### config.mk
export PLATFORM = sky130hd
export DESIGN_NAME = fracMac_flat
export DESIGN_NICKNAME = d
export VERILOG_FILES = /design/src/residuPkg.sv /design/src/residuIf.sv /design/src/fracMac.sv /design/src/flat_wrapper.sv
export SDC_FILE = /design/constraint.sdc
export NUM_CORES = 1
export LEC_CHECK = 0
export BUFFER_PORTS_ARGS = -buffer_cell sky130_fd_sc_hd__buf_2
export CAP_MARGIN = 20
export CELL_PAD_IN_SITES_DETAIL_PLACEMENT = 1
export CELL_PAD_IN_SITES_GLOBAL_PLACEMENT = 1
export CORE_MARGIN = 4
export CORE_UTILIZATION = 43
export DETAILED_ROUTE_END_ITERATION = 7
export GPL_TIMING_DRIVEN = 1
export PLACE_DENSITY = 0.8
export SLEW_MARGIN = 20
export SYNTH_ARGS = -nofsm -noshare
export SYNTH_HDL_FRONTEND = slang
export SYNTH_SLANG_ARGS = --single-unit
export TNS_END_PERCENT = 1
### constraint.sdc
create_clock -name vclk -period 8
set_input_delay 0.4 -clock vclk [all_inputs]
set_output_delay 0.4 -clock vclk [all_outputs]
set_load 0.01 [all_outputs]
### src/residuPkg.sv
package residuPkg;

	////////////////////
	// Word types
	////////////////////

	// Scratch memory address
	typedef logic [10:0] addrT;

	// Q15 fractional value
	typedef logic signed [15:0] shortT;

	// Q31 accumulator value
	typedef logic signed [31:0] longT;

	// One memory word, seen whole or as two halves
	typedef union packed {
		longT longWord;
		struct packed {
			shortT hi;
			shortT lo;
		} halves;
	} memWordU;

	////////////////////
	// Constants
	////////////////////

	localparam int MEM_WORDS = 2048;

	// Scale shift applied to every accumulated output
	localparam shortT SHIFT_AMOUNT = 16'sd3;
	localparam longT ROUND_CONST = 32'sh0000_8000;

	localparam longT MAX_LONG = 32'sh7fff_ffff;
	localparam longT MIN_LONG = 32'sh8000_0000;
	localparam shortT MAX_SHORT = 16'sh7fff;
	localparam shortT MIN_SHORT = 16'sh8000;

endpackage
### src/residuIf.sv


// Fractional multiplier, results in the same cycle
interface macPort import residuPkg::*; ();
	shortT opA;
	shortT opB;
	longT accIn;
	longT multResult;
	longT macResult;

	modport ctrl (output opA, opB, accIn, input multResult, macResult);
	modport unit (input opA, opB, accIn, output multResult, macResult);
endinterface


### src/fracMac.sv
`timescale 1ns/10ps

module fracMac import residuPkg::*; (
	macPort.unit mac
);

	longT product;
	longT fracProd;
	logic signed [32:0] wideSum;

	////////////////////
	// Fractional multiply
	////////////////////

	always_comb
	begin
		product = mac.opA * mac.opB;
		// Only -1 times -1 overflows the doubled product
		if (mac.opA == MIN_SHORT && mac.opB == MIN_SHORT)
			fracProd = MAX_LONG;
		else
			fracProd = product <<< 1;
	end

	assign mac.multResult = fracProd;

	////////////////////
	// Accumulate with saturation
	////////////////////

	always_comb
	begin
		wideSum = {mac.accIn[31], mac.accIn} + {fracProd[31], fracProd};
		if (wideSum[32] != wideSum[31])
		begin
			// Clip by the true sign of the 33-bit sum
			if (wideSum[32])
				mac.macResult = MIN_LONG;
			else
				mac.macResult = MAX_LONG;
		end
		else
		begin
			mac.macResult = wideSum[31:0];
		end
	end

endmodule

### src/flat_wrapper.sv
// flat-port wrapper written by rule: the top's interface ports become plain ports
module fracMac_flat import residuPkg::*;
  (mac_opA, mac_opB, mac_accIn, mac_multResult, mac_macResult);
  macPort mac_i ();
  input wire logic [$bits(mac_i.opA)-1:0] mac_opA;
  input wire logic [$bits(mac_i.opB)-1:0] mac_opB;
  input wire logic [$bits(mac_i.accIn)-1:0] mac_accIn;
  output wire logic [$bits(mac_i.multResult)-1:0] mac_multResult;
  output wire logic [$bits(mac_i.macResult)-1:0] mac_macResult;
  assign mac_i.opA = mac_opA;
  assign mac_i.opB = mac_opB;
  assign mac_i.accIn = mac_accIn;
  assign mac_multResult = mac_i.multResult;
  assign mac_macResult = mac_i.macResult;
  fracMac u_core (.mac(mac_i));
endmodule
# After elaboration in Yosys (flattened, before gate mapping)
# Cells that the tools add are included.
[totals]
regBits = 0
in_bits = 64
out_inout_bits = 64
elab_cells = 9
[classes]
add_sub_neg = 1
multipliers = 1
n_eq_ne = 3
n_mux = 3
reduce_logical = 1
[op_table]
columns = ["cell", "count"]
rows = [
  ["$mux W32", 3],
  ["$add A32 B32 Y33", 1],
  ["$eq A16 B16 Y1 const B", 2],
  ["$mul A16 B16 Y31", 1],
  ["$logic_and A1 B1 Y1", 1],
  ["$ne A1 B1 Y1", 1],
]

# Longest topological paths before layout
[depth]
word_depth = 6
depth_mapped = 35

# Worst setup path after synthesis
# No wires, ideal clock.
[synth_path]
kind = "input to output"
startpoint = "input port mac_opB[7]"
endpoint = "output port mac_macResult[2]"
arrival_ps = 7964
required_time_ps = 7600
path_slack_ps = -364
path_stages = 34
cell_sequence = "clkbuf_1 clkbuf_1 nand2_1 fa_1 inv_1 fa_1 inv_1 fa_1 inv_1 fa_1 fa_1 inv_1 fa_1 inv_1 ha_1 a21o_1 a21o_1 a221oi_2 a21boi_0 o21bai_1 a21oi_1 o21a_1 o21ai_0 ha_1 nand2_1 nor2_1 a221oi_1 o21ai_0 nor4b_4 nor3_1 nor3_2 a2bb2o_4 buf_6 o21ai_0"
[synth_via]
elab_chain_len = 6
elab_cells_between_ends = 8
[synth_rtl]
columns = ["element", "line", "source"]
rows = [
  ["from (decl)", "flat_wrapper.sv:6", "input wire logic [$bits(mac_i.opB)-1:0] mac_opB;"],
  ["parallel branches: the longest is 2 deep, another holds $mul A16 B16 Y31", "--", ""],
  ["$mux W32 *", "fracMac.sv:19", "if (mac.opA == MIN_SHORT && mac.opB == MIN_SHORT)"],
  ["via mac_multResult[23]", "flat_wrapper.sv:8", "output wire logic [$bits(mac_i.multResult)-1:0] mac_multResult;"],
  ["$add A32 B32 Y33 *", "fracMac.sv:33", "wideSum = {mac.accIn[31], mac.accIn} + {fracProd[31], fracProd};"],
  ["$mux W32 or $ne A1 B1 Y1 (tied branches)", "fracMac.sv:37, fracMac.sv:34", ""],
  ["$mux W32 *", "fracMac.sv:34", "if (wideSum[32] != wideSum[31])"],
  ["to (decl)", "flat_wrapper.sv:9", "output wire logic [$bits(mac_i.macResult)-1:0] mac_macResult;"],
]
# Mark *: on every way through the listed nets, which the timed path passes.

# Worst setup path after layout
[layout_path]
startpoint = "input port mac_opA[7]"
endpoint = "output port mac_macResult[23]"
[layout_via]
elab_chain_len = 6
elab_cells_between_ends = 8
[layout_rtl]
columns = ["element", "line", "source"]
rows = [
  ["from (decl)", "flat_wrapper.sv:5", "input wire logic [$bits(mac_i.opA)-1:0] mac_opA;"],
  ["parallel branches: the longest is 2 deep, another holds $mul A16 B16 Y31", "--", ""],
  ["$mux W32 *", "fracMac.sv:19", ""],
  ["$add A32 B32 Y33 *", "fracMac.sv:33", ""],
  ["$mux W32 or $ne A1 B1 Y1 (tied branches)", "fracMac.sv:37, fracMac.sv:34", ""],
  ["$mux W32 *", "fracMac.sv:34", ""],
]
# Every way passes the cells marked *.

==> impl_metrics.ini <==
[route]
viasPerCell = 5.618
drt_wl_total_um = 45720
vias = 11400
drt_first_pass_iters = 5
initialDrtViolationCount = 742
antenna_left = 0
wl_per_cell_um = 22.53
drc = 0

[yosys]
yosys.area.top_type = fa_1
synth_area_mm2 = 0.01184
yosys-top-cells-area = fa_1 43%, ha_1 12%, inv_1 9.6%, and2_1 6.3%, nand2_1 5.6%
synth_nets = 1831
yosysWarnings = 0
synthCells = 1397
yosysSeqAreaShare_pct = 0
synth_top_area_share_pct = 43.44
ys_types = 60
syn_avg_cell_area_um2 = 8.477

[setup_path]
cp-end-kind = primary output
worstPathRequired_ns = 7.60
crit_path_top_delay_cell = fa_1
arrival_ns = 8.48
start_kind = input port
critPathLaunch = mac_opA[7]
cpMostUsedCell = fa_1
worstSetupPathType = in2out
max_stage_delay_ns = 0.57
cp_max_fo = 9

[floorplan]
core_area_mm2 = 0.02703
ios = 128
die_h_um = 174.0
rows = 60
die_area_mm2 = 0.03026
start_util_pct = 43.82
die_x_um = 174.0

[cts]
cts_hold_buffers = 0

[layout]
layout.area.seq_um2 = 0
final_common_cell = inv_1
layout_common_cells = 302 x inv_1, 257 x fa_1, 209 x buf_4
layout.cells.non_filler = 2029
fin_nets = 2121
drive_gt1_share_pct = 24.75
area_growth_pct = 24.72
clkbuf_count = 0
seq_cells = 0

[flow_run]
cap_violations = 0

[timing]
setup_slack_ns = -0.8763
setup-violations-final = 32
slew_headroom_pct = 31.67
tightest_slew_ns = 1.025
hold-worst-slack_ns = 1.440
setup_tns_ns = -23.86
finalCriticalPeriod_ns = 8.876
clock.fmax_mhz = 112.7
maxSlewViolCount = 0
timing.final.crit_share_pct = 111.0
rsz0062_at_grt = yes
finalHoldViolCount = 0

[place]
port_buffers = 128
dp.cells = 2011
pre_cts_ws_ns = -0.8655
gp_congestion = 0.9078
dp_hpwl_um = 35450

[global_routing]
grt_max_degree = 32
antenna_found_initial = 3
grt_pass1_vias = 13450
grt.total_usage_pct = 28.62
overflow = 0
grt_pass1_wl_um = 69850

[worst_hold_path]
hold_start = mac_accIn[31]
hold_class = in2out
hold_depth = 5

[outcome]
violations = negative setup slack
status = finished, violations left
area by class of cell:
class	instances	area (um2)
repair buffers	339	2268
multi-input cells	1044	10930
fillers	3246	12260
diodes	3	7.507
well taps	341	426.7
inverters	302	1134
worst max-delay path: cells and delay by family:
kind / cells / cell delay (ns)
xor gates and xnor gates: 1 / 0.20
and+or+nand+nor: 4 / 0.81
adders and majority gates: 8 / 3.80
buffers and inverters: 9 / 1.00
AOI/OAI and AO/OA: 11 / 2.24
cell usage after synthesis, types with 9 or more instances:
cell type and number:
nand3_1 14, nand2b_1 13, ha_1 113, o21ai_0 58, fa_1 257, xnor2_1 33, nor2_1 32, o21a_1 13
and2_1 119, a21o_1 20, nor4_1 9, inv_1 302, nand2_1 178, xor2_1 19, a21oi_1 43, nor3_1 16
o21bai_1 11, clkbuf_1 47
what timing repair did:
item                       4_1_cts  5_1_grt
resized for setup               57       29
cloned                           3        0
setup buffers                   10        2
setup endpoints to repair       32       32
pin swaps                       21       16
worst paths after layout:
path                end
max   mac_macResult[23]
min   mac_macResult[31]
per-stage QoR:
step / cell area [um2] / utilization, %
floorplan: 11890 / -
global placement: 14210 / 52.60
detailed placement: 14210 / 52.60
global route: 14770 / 54.65
finish: 14770 / 54.65
CTS: 14620 / 54.09
cells by family after synthesis:
kind of cell	synth area share (%)
buffers and inverters	11.53
XOR/XNOR	3.846
multiplexers	0.09508
AO/OA/AOI/OAI	11.28
AND/OR/NAND/NOR	17.87
adder cells (fa/ha/maj)	55.38
per-layer routing:
layer  part of all wire (%)  wire length [um]  global-route usage [%]  vias to the layer above
met5                      0                 0                       0                        -
met4                    6.3              2869                   13.33                        0
met3                    4.8              2216                   3.132                      201
met2                     53             24220                   54.48                      468
met1                     36             16420                   31.78                     5813
li1                       -                 -                       -                     4917
Power is not shown: default switching activity piles up to over one toggle a cycle in this logic, so the estimate is an artifact.
