--- src/residuPkg.sv ---
package residuPkg;

	////////////////////
	// Word types
	////////////////////

	// Scratch memory address
	typedef logic [10:0] addrT;

	// Q15 fractional value
	typedef logic signed [15:0] shortT;

	// Q31 accumulator value
	typedef logic signed [31:0] longT;

	// One memory word, seen whole or as two halves
	typedef union packed {
		longT longWord;
		struct packed {
			shortT hi;
			shortT lo;
		} halves;
	} memWordU;

	////////////////////
	// Constants
	////////////////////

	localparam int MEM_WORDS = 2048;

	// Scale shift applied to every accumulated output
	localparam shortT SHIFT_AMOUNT = 16'sd3;
	localparam longT ROUND_CONST = 32'sh0000_8000;

	localparam longT MAX_LONG = 32'sh7fff_ffff;
	localparam longT MIN_LONG = 32'sh8000_0000;
	localparam shortT MAX_SHORT = 16'sh7fff;
	localparam shortT MIN_SHORT = 16'sh8000;

endpackage
--- src/residuIf.sv ---


// Saturating adders
interface aluPort import residuPkg::*; ();
	shortT addA, addB, addSum;
	shortT subA, subB, subDiff;
	longT longA, longB, longSum;

	modport ctrl (output addA, addB, subA, subB, longA, longB,
		input addSum, subDiff, longSum);
	modport unit (input addA, addB, subA, subB, longA, longB,
		output addSum, subDiff, longSum);
endinterface


--- src/satAlu.sv ---
`timescale 1ns/10ps

module satAlu import residuPkg::*; (
	aluPort.unit alu
);

	shortT rawSum;
	shortT rawDiff;
	longT rawLong;

	// 16-bit add, overflow when both signs agree and the result flips
	always_comb
	begin
		rawSum = alu.addA + alu.addB;
		if (alu.addA[15] == alu.addB[15] && rawSum[15] != alu.addA[15])
		begin
			if (alu.addA[15])
				alu.addSum = MIN_SHORT;
			else
				alu.addSum = MAX_SHORT;
		end
		else
		begin
			alu.addSum = rawSum;
		end
	end

	// 16-bit subtract, overflow only when the signs differ
	always_comb
	begin
		rawDiff = alu.subA - alu.subB;
		if (alu.subA[15] != alu.subB[15] && rawDiff[15] != alu.subA[15])
		begin
			if (alu.subA[15])
				alu.subDiff = MIN_SHORT;
			else
				alu.subDiff = MAX_SHORT;
		end
		else
		begin
			alu.subDiff = rawDiff;
		end
	end

	// 32-bit add used for rounding
	always_comb
	begin
		rawLong = alu.longA + alu.longB;
		if (alu.longA[31] == alu.longB[31] && rawLong[31] != alu.longA[31])
			alu.longSum = alu.longA[31] ? MIN_LONG : MAX_LONG;
		else
			alu.longSum = rawLong;
	end

endmodule

--- src/flat_wrapper.sv ---
// flat-port wrapper written by rule: the top's interface ports become plain ports
module satAlu_flat import residuPkg::*;
  (alu_addA, alu_addB, alu_subA, alu_subB, alu_longA, alu_longB, alu_addSum, alu_subDiff, alu_longSum);
  aluPort alu_i ();
  input wire logic [$bits(alu_i.addA)-1:0] alu_addA;
  input wire logic [$bits(alu_i.addB)-1:0] alu_addB;
  input wire logic [$bits(alu_i.subA)-1:0] alu_subA;
  input wire logic [$bits(alu_i.subB)-1:0] alu_subB;
  input wire logic [$bits(alu_i.longA)-1:0] alu_longA;
  input wire logic [$bits(alu_i.longB)-1:0] alu_longB;
  output wire logic [$bits(alu_i.addSum)-1:0] alu_addSum;
  output wire logic [$bits(alu_i.subDiff)-1:0] alu_subDiff;
  output wire logic [$bits(alu_i.longSum)-1:0] alu_longSum;
  assign alu_i.addA = alu_addA;
  assign alu_i.addB = alu_addB;
  assign alu_i.subA = alu_subA;
  assign alu_i.subB = alu_subB;
  assign alu_i.longA = alu_longA;
  assign alu_i.longB = alu_longB;
  assign alu_addSum = alu_i.addSum;
  assign alu_subDiff = alu_i.subDiff;
  assign alu_longSum = alu_i.longSum;
  satAlu u_core (.alu(alu_i));
endmodule
--- config.mk ---
export PLATFORM = sky130hd
export DESIGN_NAME = satAlu_flat
export DESIGN_NICKNAME = d
export VERILOG_FILES = /design/src/residuPkg.sv /design/src/residuIf.sv /design/src/satAlu.sv /design/src/flat_wrapper.sv
export SDC_FILE = /design/constraint.sdc
export NUM_CORES = 1
export LEC_CHECK = 0
export CAP_MARGIN = 20
export CORE_MARGIN = 2
export CORE_UTILIZATION = 35
export DETAILED_ROUTE_END_ITERATION = 8
export DONT_BUFFER_PORTS = 1
export MAX_ROUTING_LAYER = met4
export PLACE_DENSITY = 0.57
export REMOVE_ABC_BUFFERS = 1
export SLEW_MARGIN = 10
export SYNTH_ARGS = -nofsm -noshare
export SYNTH_HDL_FRONTEND = slang
export SYNTH_SLANG_ARGS = --single-unit
--- constraint.sdc ---
create_clock -name vclk -period 7.2
set_clock_uncertainty 0.15 [all_clocks]
set_input_delay 1.8 -clock vclk [all_inputs]
set_output_delay 1.8 -clock vclk [all_outputs]
set_load 0.005 [all_outputs]
## Yosys cells after proc, flatten, opt, wreduce, memory -nomap -nowiden

Index checks and enable logic that the tools add are counted.

| storage, ports and cells | value |
|---|---|
| register bits after elaboration | 0 |
| input bits | 128 |
| output and inout port bits | 64 |
| word-level logic and storage cells | 18 |

| cells by class | value |
|---|---|
| add/subtract/negate cells | 3 |
| equality and inequality tests | 6 |
| muxes and demuxes | 6 |
| reduce and logical (&&, ||, !) cells | 3 |

Operators with widths:

| kind | count |
|---|---|
| 16-bit two-way mux | 4 |
| 32-bit two-way mux | 2 |
| 32-bit adder | 1 |
| 16-bit adder | 1 |
| 16-bit subtractor | 1 |
| 1-bit inequality test | 4 |
| 1-bit logical AND | 3 |
| 1-bit equality test | 2 |

## Logic depth before layout (Yosys ltp)

Gate-level depths: netlist of run 1.

| depth | value |
|---|---|
| depth in word-level cells | 4 |
| depth in mapped cells | 17 |
| depth with buffers taken out | 16 |

## Worst setup path after synthesis of run 1

OpenSTA, ideal clock, no wires.

| timing path | value |
|---|---|
| path kind | input to output |
| from | input alu_subB[1] |
| to | output alu_subDiff[12] |
| data arrival time | 4.835 ns |
| data required time | 5.250 ns |
| slack | 0.415 ns |
| stages on the path | 17 |
| path buffers | 1 |
| path through | inv_1 ha_1 nor2b_1 o21a_1 o21ai_1 a21oi_1 o2111ai_1 a21oi_1 nor3_1 o21a_1 fa_1 or2_2 nand2_1 clkbuf_1 nor3b_1 nor3_1 nand3_1 |

| between the ends | value |
|---|---|
| cells in the longest elaborated chain, start to end | 4 |

Ends and longest elaborated chain:

| what | RTL line | source |
|---|---|---|
| start, declared | flat_wrapper.sv:8 | `input wire logic [$bits(alu_i.subB)-1:0] alu_subB;` |
| 16-bit subtractor * | satAlu.sv:31 | `rawDiff = alu.subA - alu.subB;` |
| 1-bit inequality test | satAlu.sv:32 | `if (alu.subA[15] != alu.subB[15] && rawDiff[15] != alu.subA[15])` |
| 1-bit logical AND | satAlu.sv:32 |  |
| 16-bit two-way mux * | satAlu.sv:32 |  |
| end, declared | flat_wrapper.sv:12 | `output wire logic [$bits(alu_i.subDiff)-1:0] alu_subDiff;` |

Every way passes the cells marked *; elsewhere a longest branch is shown, timed or not.

## Final worst setup path of run 1

| timing path | value |
|---|---|
| from | input alu_subB[1] |
| to | output alu_subDiff[13] |

Same word-level chain as after synthesis.

==> metrics.txt, run 1 <==
critical path arrival 4.96 ns; unrepaired setup endpoints after global routing false; outcome completed; n_diodes 0; share of post-route cells with drive strength above 1 0.1047; Synth top area share 0.2057; Reg area 0 µm²; Tmin final 6.911 ns; area delta synth->final 2.934%; Leakage Power 0.001741 µW; Via density 5.920; internal power 158.3 µW; chip width 107.0 µm; max_slew headroom 0.3559; Cell variety after synth 59; Final WS setup 0.2889 ns; DR iter-0 viols 218; Fmax 144.7 MHz; largest net degree at the start of global routing 32; final core utilization 0.3699; Slew Limit Fails 0; Layout Nets 711; Hold Path End alu_addSum[15]; first-pass GRT wire length 17210 µm; crit-path max FO 9; row count 37; area leader, netlist ha_1; DRC 0; switching pwr 234.2 µW; synth warn 0; Avg WL per Cell 16.54 µm; switch share 0.5968; hold path cells 1; Initial Util 0.3594; dpl ws 0.1279 ns; worst vdd ir 0.03976 mV; Post-Syn Instances 529; Tcrit/Tclk final 0.9599; Fill cells 1104; GRT Total Usage 0.1817; Buffers on Ports 0; Slew @ Worst Pin 0.9596 ns; initial antenna violation count 0; DIE AREA 11440 µm²; final wirelength 10790 µm; Worst EP required 5.25 ns; placed cell count 652; synthesized area 3710 µm²; final-report hold violation count 0; hold_sp alu_addB[15]; Comb power frac 1.000; FFs & Latches 0; drt first pass iters 4; routed via count 3860; # setup viols final 0; critical path launch point type input port; CORE AREA 10320 µm²; antenna viol nets, final 0; grt ovf 0; vias in the first global route 3645; Hold/Removal Path Class in -> out; clock buf count 0; Pwr Total 392.5 µW; crit end category primary output; sequential share of the synthesized area 0; Final Wtd Congestion 0.8424; DP HPWL 9223 µm; final setup TNS 0 ns; # IOs 192; post-synthesis average cell area 7.013 µm²; die height 107.0 µm; Max-cap violations 0; clock share of power 0; Final Non-Filler Cells 652; Pwr Density 102.8 nW/µm²; CP Class in -> out; Area contributors post-synth ha_1, o21ai_2, a21o_1; sequential share of power 0
routing by layer:
layer / GRT usage / wire, µm / up-vias
met3: 0.03283 / 815 / 8
met5: - / 0 / -
li1: - / - / 1922
met2: 0.3239 / 5223 / 140
met1: 0.2237 / 4656 / 1790
met4: 0.01299 / 89 / 0
cell usage after synthesis, types with 6 or more instances:
cell type / n
ha_1: 61
nand2_1: 42
a21oi_1: 41
inv_1: 39
nor2_1: 39
o21ai_0: 34
o21ai_2: 30
a21o_1: 28
xnor2_1: 24
o21ai_1: 20
xor2_1: 19
nand3_1: 18
o21bai_1: 11
nand2b_1: 10
a211oi_1: 9
clkbuf_1: 7
nand4_1: 7
o21a_1: 6
cells by family after synthesis:
logic type	after synthesis	share of synthesized area
AOI/OAI and AO/OA	215	0.4040
adders and majority gates	66	0.2300
buffers and inverters	57	0.06880
xor gates and xnor gates	43	0.1015
and+or+nand+nor	148	0.1956
worst max-delay path, cell delays in order:
cell	delay, ns
inv_1	0.05
ha_1	0.27
nor2b_1	0.12
o21a_1	0.13
o21ai_1	0.08
a21oi_1	0.25
o2111ai_2	0.15
a21oi_1	0.27
nor3_2	0.10
o21a_1	0.21
fa_1	0.58
or2_2	0.17
nand2_2	0.11
buf_4	0.19
a2111o_1	0.33
o311ai_0	0.17
placed cells by master, fill, tap and decap left out, drive strengths merged, types with 6 or more instances in the layout:
master	n
nand2	43
xnor2	24
inv	40
nor2	41
nand3	18
o31ai	7
nand2b	10
xor2	19
a21oi	41
o21a	6
nand4	8
o21ai	84
o21bai	11
a21o	28
ha	61
a211oi	11
area by class of cell:
class	count	area [µm²]	area share
Tap cell	136	170.2	0.04456
Inverter	40	150.1	0.03932
Timing Repair Buffer	4	30.03	0.007864
Multi-Input combinational cell	472	3468	0.9083
timing repair:
item | in CTS | in global routing
hold buffers | 0 | 0
gates resized for setup | 0 | 3
setup buffers | 0 | 0
setup endpoints to repair | 0 | 9
per-stage QoR:
step / area, µm² / hold slack [ns]
after floorplan: 3605 / 3.591
after global placement: 3805 / 3.604
after detailed placement: 3805 / 3.602
after CTS: 3805 / 3.602
after global routing: 3819 / 3.609
final: 3819 / 3.600
power groups by stage:
| stage | Clock (µW) | Sequential, µW | Combinational [µW] |
|---|---|---|---|
| final | 0 | 0 | 393 |
| after global routing | 0 | 0 | 441 |
| after CTS | 0 | 0 | 393 |
| after detailed placement | 0 | 0 | 390 |
| after global placement | 0 | 0 | 385 |
| after floorplan | 0 | 0 | 317 |
how the worst max path moves through the flow:
| stage | from | endpoint | slack, ns |
|---|---|---|---|
| 6_report | alu_subB[1] | alu_subDiff[13] | 0.29 |
| 5_1_grt | alu_subB[1] | alu_subDiff[13] | 0.01 |
| 4_1_cts | alu_subB[1] | alu_subDiff[13] | 0.12 |
| 3_5_place_dp | alu_subB[1] | alu_subDiff[13] | 0.13 |
| 3_3_place_gp | alu_subB[1] | alu_subDiff[13] | 0.31 |
| 2_1_floorplan | alu_subB[1] | alu_subDiff[14] | 0.34 |
Note: power is estimated with default switching activity, not from simulation.
==> run 2, diff against run 1 <==
--- a/config.mk
+++ b/config.mk
@@ -6,6 +6,7 @@
 export NUM_CORES = 1
 export LEC_CHECK = 0
 export CAP_MARGIN = 20
+export CORE_ASPECT_RATIO = 0.75
 export CORE_MARGIN = 2
 export CORE_UTILIZATION = 35
 export DETAILED_ROUTE_END_ITERATION = 8
==> metrics.txt, run 2 (synthesis gave the netlist of run 1 again) <==
outcome completed; grt met3 use 0.02378; switch share 0.5982; final setup TNS 0 ns; chip width 122.9 µm; Final Wtd Congestion 0.8902; switching pwr 236.2 µW; most common cell after layout, fill and taps aside ha_1; Post-CTS Hold Fix Bufs 0; Worst EP required 5.25 ns; initial antenna violation count 0; crit end category primary output; worst vdd ir 0.03440 mV; unrepaired setup endpoints after global routing false; vias in the first global route 3374; Comb power frac 1.000; Max-cap violations 0; met2 Usage GRT 0.2491; Layout Nets 712; sequential share of power 0; CP Class in -> out; # IOs 192; Pwr Total 394.8 µW; clock buf count 0; GRT Total Usage 0.1730; clock share of power 0; hold_sp alu_addB[15]; Via density 5.850; Tmin final 6.950 ns; final core utilization 0.3723; DRC 0; met1 GRT Util 0.2637; drt first pass iters 5; n_diodes 0; # setup viols final 0; CORE AREA 10290 µm²; area delta synth->final 3.271%; DIE AREA 11450 µm²; grt ovf 0; DP HPWL 9091 µm; die height 93.16 µm; Avg WL per Cell 15.97 µm; Reg area 0 µm²; routed via count 3820; Hold Path End alu_addSum[15]; Tcrit/Tclk final 0.9653; Fmax 143.9 MHz; first-pass GRT wire length 16280 µm; Slew Limit Fails 0; crit-path max FO 9; most frequent cells in the layout ha_1, nand2_1, inv_1, a21oi_1, nor2_1; FFs & Latches 0; antenna viol nets, final 0; Pwr Density 103.1 nW/µm²; max_slew headroom 0.6022; critical path arrival 5.00 ns; final wirelength 10430 µm; Hold/Removal Path Class in -> out; Initial Util 0.3605; largest net degree at the start of global routing 32; row count 32; final-report hold violation count 0; Slew @ Worst Pin 0.5954 ns; share of post-route cells with drive strength above 1 0.1083; critical path launch point type input port; Leakage Power 0.001746 µW; internal power 158.6 µW; Buffers on Ports 0; hold path cells 1; DR iter-0 viols 160; gr busiest metal met1
[run 2: area by class of cell]
type                            count  area (µm²)
Fill cell                        1137        6459
Multi-Input combinational cell    472        3473
Tap cell                          136       170.2
Inverter                           40       150.1
Timing Repair Buffer                5       37.54
[run 2: repair_timing]
item / CTS / global route
setup endpoints to repair: 0 / 8
setup buffers: 0 / 0
gates resized for setup: 0 / 4
[run 2: worst max-delay path by stage]
stage | cells after the start | to | slack, ns | from
floorplan | 16 | alu_subDiff[14] | 0.34 | alu_subB[1]
global placement | 16 | alu_subDiff[13] | 0.29 | alu_subB[1]
detailed placement | 16 | alu_subDiff[13] | 0.16 | alu_subB[1]
CTS | 16 | alu_subDiff[13] | 0.14 | alu_subB[1]
global route | 16 | alu_subDiff[13] | 0.006 | alu_subB[1]
finish | 16 | alu_subDiff[13] | 0.25 | alu_subB[1]
[run 2: critical path: stages]
cell       delay, ns
inv_1           0.05
ha_1            0.28
nor2b_1         0.13
o21a_1          0.17
o21ai_1         0.19
a21oi_2         0.10
o2111ai_2       0.22
a21oi_2         0.11
nor3_2          0.25
o21a_1          0.18
fa_1            0.48
or2_2           0.34
nand2_1         0.20
buf_4           0.20
a2111o_1        0.11
o311ai_0        0.19
[run 2: power groups by stage]
stage / Sequential, µW / Clock [µW] / Combinational (µW)
after floorplan: 0 / 0 / 317
after global placement: 0 / 0 / 385
after detailed placement: 0 / 0 / 391
after CTS: 0 / 0 / 393
after global routing: 0 / 0 / 440
final: 0 / 0 / 395
[run 2: through the flow]
step                      setup WS (ns)  instances  hold WS (ns)  area, µm²
after floorplan                  0.3368        512         3.591       3605
final                            0.2501        653         3.601       3831
after detailed placement         0.1557        653         3.602       3812
after CTS                        0.1435        653         3.602       3812
after global routing           0.005501        653         3.614       3831
after global placement           0.2922        653         3.605       3812
[run 2: layer usage]
| layer | wire (µm) | vias up |
|---|---|---|
| met5 | 0 | - |
| met4 | 43 | 0 |
| met3 | 829 | 4 |
| met2 | 4333 | 147 |
| met1 | 5223 | 1744 |
| li1 | - | 1925 |
