--- src/residuPkg.sv ---
package residuPkg;

	////////////////////
	// Word types
	////////////////////

	// Scratch memory address
	typedef logic [10:0] addrT;

	// Q15 fractional value
	typedef logic signed [15:0] shortT;

	// Q31 accumulator value
	typedef logic signed [31:0] longT;

	// One memory word, seen whole or as two halves
	typedef union packed {
		longT longWord;
		struct packed {
			shortT hi;
			shortT lo;
		} halves;
	} memWordU;

	////////////////////
	// Constants
	////////////////////

	localparam int MEM_WORDS = 2048;

	// Scale shift applied to every accumulated output
	localparam shortT SHIFT_AMOUNT = 16'sd3;
	localparam longT ROUND_CONST = 32'sh0000_8000;

	localparam longT MAX_LONG = 32'sh7fff_ffff;
	localparam longT MIN_LONG = 32'sh8000_0000;
	localparam shortT MAX_SHORT = 16'sh7fff;
	localparam shortT MIN_SHORT = 16'sh8000;

endpackage
--- src/residuIf.sv ---


// Multi-cycle shifter, ready held until the done pulse
interface shiftPort import residuPkg::*; ();
	longT operand;
	shortT amount;
	logic ready;
	longT result;
	logic done;

	modport ctrl (output operand, amount, ready, input result, done);
	modport unit (input operand, amount, ready, output result, done);
endinterface

--- src/longShifter.sv ---
`timescale 1ns/10ps

module longShifter import residuPkg::*; (
	input  logic clk,
	input  logic reset,
	shiftPort.unit shift
);

	logic active;
	logic [15:0] count;
	logic doneReg;
	longT value;

	logic load;

	// Accept a new operand only between jobs
	assign load = !active && shift.ready;

	////////////////////
	// Count and handshake
	////////////////////

	always_ff @(posedge clk)
	begin
		if (reset)
		begin
			active <= 1'b0;
			count <= '0;
			doneReg <= 1'b0;
		end
		else
		begin
			doneReg <= 1'b0;
			if (load)
			begin
				count <= shift.amount;
				active <= (shift.amount != 16'd0);
				doneReg <= (shift.amount == 16'd0);
			end
			else if (active)
			begin
				count <= count - 16'd1;
				if (count == 16'd1)
				begin
					active <= 1'b0;
					doneReg <= 1'b1;
				end
			end
		end
	end

	// One bit per cycle, sign bit never changes so it picks the clip value
	always_ff @(posedge clk)
	begin
		if (load)
			value <= shift.operand;
		else if (active)
		begin
			if (value[31] != value[30])
				value <= value[31] ? MIN_LONG : MAX_LONG;
			else
				value <= value <<< 1;
		end
	end

	assign shift.result = value;
	assign shift.done = doneReg;

endmodule

--- src/flat_wrapper.sv ---
// flat-port wrapper written by rule: the top's interface ports become plain ports
module longShifter_flat import residuPkg::*;
  (clk, reset, shift_operand, shift_amount, shift_ready, shift_result, shift_done);
  shiftPort shift_i ();
  input  logic clk;
  input  logic reset;
  input wire logic [$bits(shift_i.operand)-1:0] shift_operand;
  input wire logic [$bits(shift_i.amount)-1:0] shift_amount;
  input wire logic [$bits(shift_i.ready)-1:0] shift_ready;
  output wire logic [$bits(shift_i.result)-1:0] shift_result;
  output wire logic [$bits(shift_i.done)-1:0] shift_done;
  assign shift_i.operand = shift_operand;
  assign shift_i.amount = shift_amount;
  assign shift_i.ready = shift_ready;
  assign shift_result = shift_i.result;
  assign shift_done = shift_i.done;
  longShifter u_core (.clk(clk), .reset(reset), .shift(shift_i));
endmodule
--- config.mk ---
export PLATFORM = sky130hd
export DESIGN_NAME = longShifter_flat
export DESIGN_NICKNAME = d
export VERILOG_FILES = /design/src/residuPkg.sv /design/src/residuIf.sv /design/src/longShifter.sv /design/src/flat_wrapper.sv
export SDC_FILE = /design/constraint.sdc
export NUM_CORES = 1
export LEC_CHECK = 0
export BUFFER_PORTS_ARGS = -buffer_cell sky130_fd_sc_hd__buf_2
export CORE_MARGIN = 4
export CORE_UTILIZATION = 54
export CTS_CLUSTER_SIZE = 14
export DETAILED_ROUTE_END_ITERATION = 12
export MAX_ROUTING_LAYER = met4
export PLACE_DENSITY = 0.85
export SYNTH_ARGS = -nofsm -noshare
export SYNTH_HDL_FRONTEND = slang
export SYNTH_SLANG_ARGS = --single-unit
--- constraint.sdc ---
create_clock -name clk -period 4.3 [get_ports clk]
set_clock_uncertainty 0.1 [all_clocks]
set_input_delay 0.43 -clock clk [delete_from_list [all_inputs] [get_ports clk]]
set_output_delay 0.43 -clock clk [all_outputs]
set_load 0.02 [all_outputs]
Word-level counts from Yosys, hierarchy flattened
Index checks and enable logic that the tools add are counted.
{ "op_classes": {"add_sub_neg": 1, "n_mul": 0, "n_div": 0, "order_cmp": 0, "n_eq_ne": 2, "shift": 0, "muxes": 12, "bitwise_logic": 0, "n_reduce_logical": 5} }
{ "ops": {"columns": ["operator", "n"], "rows": [
  ["$mux 32", 4],
  ["$mux 16", 2],
  ["$eq 16x1->1 const B", 1],
  ["$logic_not 16->1", 1],
  ["$reduce_bool 16->1", 1],
  ["$sub 16x1->16 const B", 1],
  ["$mux 1", 6],
  ["$reduce_bool 2->1", 1],
  ["$logic_and 1x1->1", 1],
  ["$logic_not 1->1", 1],
  ["$ne 1x1->1", 1]
]} }
{ "word_totals": {"register_bits": 50, "latch_bits": 0, "mem_bits_rw": 0, "rom_bits": 0, "input_bits": 51, "n_memories": 0} }

Logic depth before layout (Yosys ltp)
Gate-level depths: netlist (run 1).
{ "depth": {"word_depth": 4, "depth_mapped": 6, "depth_no_buf": 6} }

Worst setup path before layout (run 1)
OpenSTA, ideal clock, no wires.
{ "synth_timing": {"path_type": "flip-flop to flip-flop", "from": "register u_core.count[9]", "to": "register u_core.doneReg (netlist: u_core.shift.done)", "t_arrival_ns": 1.812, "required_time_ns": 4.133, "path_slack_ns": 2.320, "stages_incl_launch_ff": 5, "n_path_buf": 0, "synth_period_minus_slack_ns": 1.980, "cell_sequence": "dfxtp_1 > or4_4 > or3_4 > or4_4 > a21oi_2"} }
{ "synth_via": {"elab_chain_cells": 4} }
{ "synth_lines": {"columns": ["element", "line_no", "source"], "rows": [
  ["start: declaration", "longShifter.sv:10", "logic [15:0] count;"],
  ["start signal: assignment", "longShifter.sv:36", "count <= shift.amount;"],
  ["start signal: assignment", "longShifter.sv:42", "count <= count - 16'd1;"],
  ["$eq 16x1->1", "longShifter.sv:43", "if (count == 16'd1)"],
  ["$mux 1", "longShifter.sv:43", null],
  ["$mux 1", "longShifter.sv:40", "else if (active)"],
  ["$mux 1", "longShifter.sv:34", "if (load)"],
  ["end signal: assignment", "longShifter.sv:38", "doneReg <= (shift.amount == 16'd0);"],
  ["end: declaration", "longShifter.sv:11", "logic doneReg;"]
]} }
No other way between the ends.
A chain may end at the register's enable or synchronous reset.

Final worst setup path (run 1)
{ "layout_timing": {"from": "register u_core.value[31] (netlist: u_core.shift.result[31])", "to": "register u_core.value[22] (netlist: u_core.shift.result[22]) (data pin)"} }
{ "layout_via": {"elab_chain_cells": 4, "elab_cells_between_ends": 5, "classes_between": "eq/ne: 1; mux: 4"} }
{ "layout_lines": {"columns": ["element", "line_no", "source"], "rows": [
  ["start: declaration", "longShifter.sv:12", "longT value;"],
  ["start signal: assignment", "longShifter.sv:56", "value <= shift.operand;"],
  ["start signal: assignment", "longShifter.sv:60", "value <= value[31] ? MIN_LONG : MAX_LONG;"],
  ["start signal: assignment", "longShifter.sv:62", "value <= value <<< 1;"],
  ["$mux 32 or $ne 1x1->1 (tied branches)", "longShifter.sv:60, longShifter.sv:59", null],
  ["$mux 32 *", "longShifter.sv:59", "if (value[31] != value[30])"],
  ["$mux 32 *", "longShifter.sv:57", "else if (active)"],
  ["$mux 32 *", "longShifter.sv:55", "if (load)"]
]} }
Mark *: on every way between the ends. The rest lies on a longest branch, timed or not. The select of a mux whose other input is x is not followed.

==> results of run 1 <==
logic make-up (layout without fill, tap and decap cells):
family / after synthesis / after routing / share of synthesized area [%]
AOI/OAI and AO/OA: 96 / 96 / 22.12
adders and majority gates: 4 / 4 / 2.006
buffers and inverters: 26 / 98 / 3.912
DFF: 50 / 50 / 52.96
muxes: 2 / 2 / 0.9026
and+or+nand+nor: 96 / 96 / 18.10
worst max-delay path by stage:
stage                                 startpoint                                 to  slack (ns)  cells after the start
4_1_cts        u_core.shift.result[31]$_DFFE_PP_  u_core.shift.result[22]$_DFFE_PP_        1.62                      5
6_report       u_core.shift.result[31]$_DFFE_PP_  u_core.shift.result[22]$_DFFE_PP_        1.58                      5
3_3_place_gp   u_core.shift.result[31]$_DFFE_PP_  u_core.shift.result[28]$_DFFE_PP_        1.70                      5
3_5_place_dp   u_core.shift.result[31]$_DFFE_PP_  u_core.shift.result[22]$_DFFE_PP_        1.64                      5
5_1_grt        u_core.shift.result[31]$_DFFE_PP_  u_core.shift.result[22]$_DFFE_PP_        1.33                      5
2_1_floorplan       u_core.count[9]$_SDFFE_PP0P_       u_core.shift.done$_SDFF_PP0_        2.32                      4
cell type report:
| type | instances | share of cell area, % |
|---|---|---|
| inverter | 6 | 0.7383 |
| clock inverter | 3 | 2.092 |
| multi-input combinational | 198 | 35.60 |
| tap | 52 | 2.133 |
| timing repair buffer | 84 | 13.86 |
| sequential | 50 | 43.31 |
| clock buffer | 5 | 2.256 |
worst max-delay path, stage by stage (launching register included):
cell      delay [ns]
edfxtp_1        0.43
inv_1           0.07
ha_1            0.65
nor2_2          0.98
a21oi_1         0.10
o21ai_0         0.21
power groups by stage:
stage / clock network [uW] / logic [uW] / registers [uW]
floorplan: 0 / 251 / 781
global placement: 0 / 473 / 699
detailed placement: 0 / 487 / 700
CTS: 387 / 488 / 690
global route: 408 / 542 / 703
finish: 383 / 487 / 690
flip-flops by register name (all words and copies together) (netlist names):
name	count
u_core.shift.result	32
u_core.count	16
u_core.active	1
u_core.shift.done	1
cell usage in the layout (no fill, tap or decap), types with 2 or more instances in the layout:
cell       Yosys  routed
nand3_1        3       3
inv_1          5       5
o21ai_0       14      14
o211ai_1       3       3
o21ai_1       20      20
ha_1           4       4
o311ai_1       4       4
o2bb2a_1       2       2
or4_4          2       2
bufinv_16      0       2
nor3_1         5       5
nand4_1        8       8
nor4_1         6       6
dfxtp_1       18      18
a31oi_1        9       9
nand2_1       50      50
edfxtp_1      32      32
buf_2          0      83
mux2_1         2       2
clkbuf_8       0       5
or3_1          4       4
a21oi_1       36      36
nor2_1        13      12
a221oi_1       2       2
per-layer routing:
| layer | GRT usage [%] | vias to the layer above | wire [um] |
|---|---|---|---|
| met2 | 33.05 | 110 | 2913 |
| met5 | - | - | 0 |
| met1 | 26.69 | 1047 | 2377 |
| li1 | - | 1158 | - |
| met3 | 4.846 | 13 | 581 |
| met4 | 9.609 | 0 | 140 |
through the flow:
stage | hold WS, ns | area [sq um] | instances
CTS | 0.2836 | 3050 | 398
global route | 0.2899 | 3050 | 398
global placement | 0.3795 | 2918 | 390
detailed placement | 0.3902 | 2918 | 390
floorplan | 0.3685 | 2495 | 274
finish | 0.2929 | 3050 | 398
==> metrics.csv, run 1 <==
stage,metric,value,unit
status,outcome,completed,
drt,drc_errors,0,
yosys,synthArstFlopShare,0,%
layout,multi_input_area,1086,sq um
layout,drive_gt1_share,28.61,%
critical_path,crit_required,4.33,ns
critical_path,arrival,2.75,ns
power,power.density,511.4,nW/um^2
yosys,synth-edff-count,32,
clock_tree,cts_tree,done,
drt,via_per_inst,5.849,
global_route,overflow,0,
global_route,grt_usage,21.37,%
yosys,synth_seq_cells,50,
sta,setup_viol,0,
clock_tree,cts_buffer_depth,2,
power,pwr-share-seq,44.2,%
power,peakVddDrop,0.0001962,V
yosys,ys_top_cells_by_count,"50 x nand2_1, 36 x a21oi_1, 32 x edfxtp_1",
yosys,synth_most_common_cell,nand2_1,
sta,slew-limit-headroom,16.75,%
yosys,syn-instance-count,274,
clock_tree,htreeDepth,2,
sta,worst_slack,1.582,ns
floorplanning,initial_utilization,56.52,%
critical_path,rrSetupSlack,1.58,ns
sta,drv_slew,0,
clock_tree,cts_buffers,5,
power,leakagePower,0.001240,uW
power,p_int,1030,uW
critical_path,worst-setup-path-type,flop to flop,
layout,fin_util,69.10,%
placement,port_buffers,83,
drt,firstDrtPassIters,5,
sta,rsz0062_at_grt,no,
drt,vias,2328,
clock_tree,clkTransAtPathRegs,0.09,ns
layout,nFillCells,344,
global_route,antenna_found_initial,0,
sta,min_period,2.718,ns
yosys,yosysTopAreaCellShare,38.52,%
clock_tree,cts_post_setup_buffers_inserted,0,
yosys,synth.avg_cell_area,9.105,sq um
drt,ant_nets,0,
yosys,yosysSeqAreaShare,52.96,%
floorplanning,rows,24,
critical_path,crit_fanout,32,
sta,setup_tns,0,ns
floorplanning,die-area,5771,sq um
floorplanning,die_y,75.97,um
placement,gp_congestion,0.8760,
yosys,yosys-top-cells-area,"edfxtp_1 39%, dfxtp_1 14%, nand2_1 7.5%, a21oi_1 7.2%, o21ai_1 4.0%",
clock_tree,cts_hold_buf,0,
sta,post-route-period-util,63.20,%
yosys,yosysWarningCount,0,
clock_tree,insertion_delay,0.30,ns
floorplanning,die-width,75.97,um
critical_path,r2r_start,u_core.shift.result[31]$_DFFE_PP_,
critical_path,reg2reg_depth,5,
critical_path,reg2reg_to,u_core.shift.result[22]$_DFFE_PP_,
power,pwr-share-clk,24.5,%
layout,final_nets,400,
layout,ff_latch_area,1321,sq um
floorplanning,ios,84,
placement,post-place-ws,1.643,ns
yosys,synth_ff_type,edfxtp_1,
drt,initialDrtViolationCount,199,
flow_run,cap_violations,0,
power,p_sw,530.5,uW
yosys,synth.largest_area_cell,edfxtp_1,
global_route,grt_pass1_vias,2137,
layout,area_growth_syn_to_layout,22.27,%
power,p_sw_share,34.00,%
min_path,min_path_cells,3,
critical_path,critPathCaptureType,flop,
yosys,syn_area,2495,sq um
sta,final_hold_viol_count,0,
critical_path,critPathLaunchType,flop,
yosys,syn_nets,329,
min_path,min_to,u_core.count[0]$_SDFFE_PP0P_,
min_path,hp-start,shift_amount[0],
layout,diodes,0,
min_path,hold_path_class,input port to flop,
clock_tree,cts.sinks,50,
yosys,ys_types,34,
drt,wl_per_cell,15.11,um
placement,dp_hpwl,4213,um
power,p_total,1560,uW
floorplanning,core_area,4414,sq um
power,p_comb_share,31.2,%
clock_tree,cts_root_buf,clkbuf_8,
clock_tree,postCtsResizedCells,0,
global_route,grt_pass1_wl,10010,um
sta,tightest_slew,1.239,ns
drt,wirelength,6012,um
global_route,grt_max_degree,56,
sta,fmax,0.3680,GHz
Note: power is estimated with default switching activity, not from simulation.
==> run 2: changes to the inputs <==
- CORE_UTILIZATION: 54 -> 50
- PLACE_DENSITY: 0.85 -> 0.79
- clock period: 4.3 -> 2.8 ns (I/O delays scaled with it)
==> run 2 against run 1 <==
  * Non-clock buffer count is 6 higher
  * Flip-flop and latch count unchanged
  * Sequential share of layout area decreased by 0.30 points
  * Cell area grew 0.70%
  * Hold slack worse by 0.15 ns
  * Register-to-register slack lost 0.88 ns
  * Cell count rose by 5.3%
  * Utilization is 4.9 points lower
  * Sequential power is 52% higher
  * Critical path type unchanged
  * Critical endpoint is now u_core.count[15]$_SDFFE_PP0P_
  * Highest routed layer unchanged
==> metrics.csv, run 2 (synthesized netlist as in run 1, its figures left out) <==
stage,metric,value,unit,change
clock_tree,cts_post_setup_buffers_inserted,0,,unchanged
placement,gp_congestion,0.8003,,-8.6%
power,p_sw,831.5,uW,+57%
sta,slew-limit-headroom,52.99,%,+36 points
critical_path,critPathCaptureType,flop,,
layout,area_growth_syn_to_layout,23.12,%,
clock_tree,insertion_delay,0.30,ns,about the same
layout,largest_register_ffs,32,,unchanged
flow_run,cap_violations,0,,unchanged
power,leakagePower,0.001249,uW,+0.75%
layout,final_cell_mix,"83 x buf_2, 50 x nand2_1, 36 x a21oi_1",,
power,peakVddDrop,0.0004005,V,+100%
status,outcome,completed,,
power,p_total,2254,uW,+44%
critical_path,crit_required,2.93,ns,-1.40 ns
floorplanning,initial_utilization,52.13,%,-4.4 points
layout,diodes,0,,unchanged
floorplanning,die-width,78.64,um,+3.5%
power,pwr-share-seq,46.7,%,+2.5 points
global_route,grt_pass1_wl,9770,um,-2.3%
global_route,overflow,0,,unchanged
critical_path,worst-setup-path-type,flop to flop,,
clock_tree,cts_hold_buf,0,,unchanged
drt,ant_nets,0,,unchanged
sta,setup_viol,0,,unchanged
placement,dp_hpwl,4294,um,+1.9%
min_path,min_to,u_core.shift.result[31]$_DFFE_PP_,,
sta,min_period,2.098,ns,-0.6197 ns
sta,tightest_slew,0.6987,ns,-0.5404 ns
drt,via_per_inst,5.585,,-4.5%
sta,fmax,0.4766,GHz,+30%
min_path,hold_path_class,input port to flop,,
layout,drive_gt1_share,29.83,%,+1.2 points
min_path,hp-start,shift_operand[31],,
power,p_sw_share,36.89,%,+2.9 points
critical_path,r2r_start,u_core.count[5]$_SDFFE_PP0P_,,
clock_tree,postCtsResizedCells,0,,unchanged
sta,setup_tns,0,ns,unchanged
floorplanning,die-area,6184,sq um,+7.2%
clock_tree,cts.sinks,50,,unchanged
drt,vias,2340,,+0.52%
global_route,antenna_found_initial,0,,unchanged
drt,drc_errors,0,,unchanged
clock_tree,cts_tree,done,,
critical_path,reg2reg_depth,4,,-1
global_route,grt_pass1_vias,2161,,+1.1%
sta,final_hold_viol_count,0,,unchanged
global_route,grt_usage,20.04,%,-1.3 points
sta,post-route-period-util,74.93,%,+12 points
floorplanning,die_y,78.64,um,+3.5%
power,pwr-share-clk,18.7,%,-5.8 points
critical_path,crit_fanout,5,,-84%
min_path,min_path_cells,3,,unchanged
drt,wirelength,6007,um,about the same
power,p_int,1423,uW,+38%
drt,initialDrtViolationCount,194,,-2.5%
layout,final_area,3072,sq um,+0.70%
global_route,grt_max_degree,32,,-43%
drt,wl_per_cell,14.34,um,-5.1%
placement,placed_cell_area,2982,sq um,+2.2%
clock_tree,cts_buffers,5,,unchanged
power,p_comb_share,34.6,%,+3.4 points
power,power.density,733.9,nW/um^2,+43%
sta,holdWs,0.1428,ns,-0.1500 ns
clock_tree,clkTransAtPathRegs,0.10,ns,about the same
critical_path,critPathLaunchType,flop,,
floorplanning,ios,84,,unchanged
critical_path,rrSetupSlack,0.70,ns,-0.88 ns
clock_tree,cts_buffer_depth,2,,unchanged
critical_path,arrival,2.23,ns,-0.52 ns
critical_path,reg2reg_to,u_core.count[15]$_SDFFE_PP0P_,,
placement,port_buffers,83,,unchanged
floorplanning,core_area,4786,sq um,+8.4%
layout,final_nets,406,,+1.5%
clock_tree,htreeDepth,2,,unchanged
clock_tree,cts_root_buf,clkbuf_8,,
sta,drv_slew,0,,unchanged
sta,rsz0062_at_grt,no,,
layout,layout.cells.most_common,buf_2,,
drt,firstDrtPassIters,5,,unchanged
floorplanning,rows,25,,+4.2%
[run 2: changes by cell type in the layout (fill, tap and decap cells not counted), sizes merged]
cell	before	now
bufinv	2	0
clkinv	1	3
buf	84	90
[run 2: power groups by stage]
stage / clock network [uW] / registers [uW] / logic (uW)
6_report: 422 / 1050 / 780
5_1_grt: 457 / 1070 / 864
4_1_cts: 432 / 1050 / 787
3_5_place_dp: 0 / 1070 / 785
3_3_place_gp: 0 / 1070 / 768
2_1_floorplan: 0 / 1200 / 386
[run 2: layout make-up]
type	instances	area, sq um
fillers	430	1714
flip-flops and latches	50	1321
multi-input cells	198	1086
repair buffers	90	467.9
well taps	67	83.83
clock buffers	5	68.82
inverters	6	22.52
clock inverters	3	21.27
[run 2: worst max-delay path: stages (launching register included)]
cell	delay, ns
dfxtp_1	0.36
nor4_1	0.65
nand4_1	0.34
or3_1	0.40
a31oi_1	0.18
[run 2: metal layers]
metal	track usage (%)	up-vias	share of wire (%)
met5	-	-	0
met4	8.392	0	1.7
met3	3.096	11	6.0
met2	31.75	85	47
met1	25.66	1073	45
li1	-	1171	-
[run 2: how the worst max path moves through the flow]
stage / start / endpoint / slack (ns)
3_3_place_gp: u_core.count[9]$_SDFFE_PP0P_ / u_core.shift.done$_SDFF_PP0_ / 0.78
2_1_floorplan: u_core.count[9]$_SDFFE_PP0P_ / u_core.shift.done$_SDFF_PP0_ / 0.82
5_1_grt: u_core.count[5]$_SDFFE_PP0P_ / u_core.count[15]$_SDFFE_PP0P_ / 0.46
6_report: u_core.count[5]$_SDFFE_PP0P_ / u_core.count[15]$_SDFFE_PP0P_ / 0.70
3_5_place_dp: u_core.count[9]$_SDFFE_PP0P_ / u_core.shift.done$_SDFF_PP0_ / 0.75
4_1_cts: u_core.count[9]$_SDFFE_PP0P_ / u_core.shift.done$_SDFF_PP0_ / 0.74
[run 2: per-stage QoR]
stage | utilization [%] | setup slack [ns] | std cells
floorplan | - | 0.8202 | 274
global placement | 62.30 | 0.7779 | 411
detailed placement | 62.30 | 0.7491 | 411
CTS | 64.18 | 0.7360 | 419
global route | 64.18 | 0.4640 | 419
finish | 64.18 | 0.7020 | 419
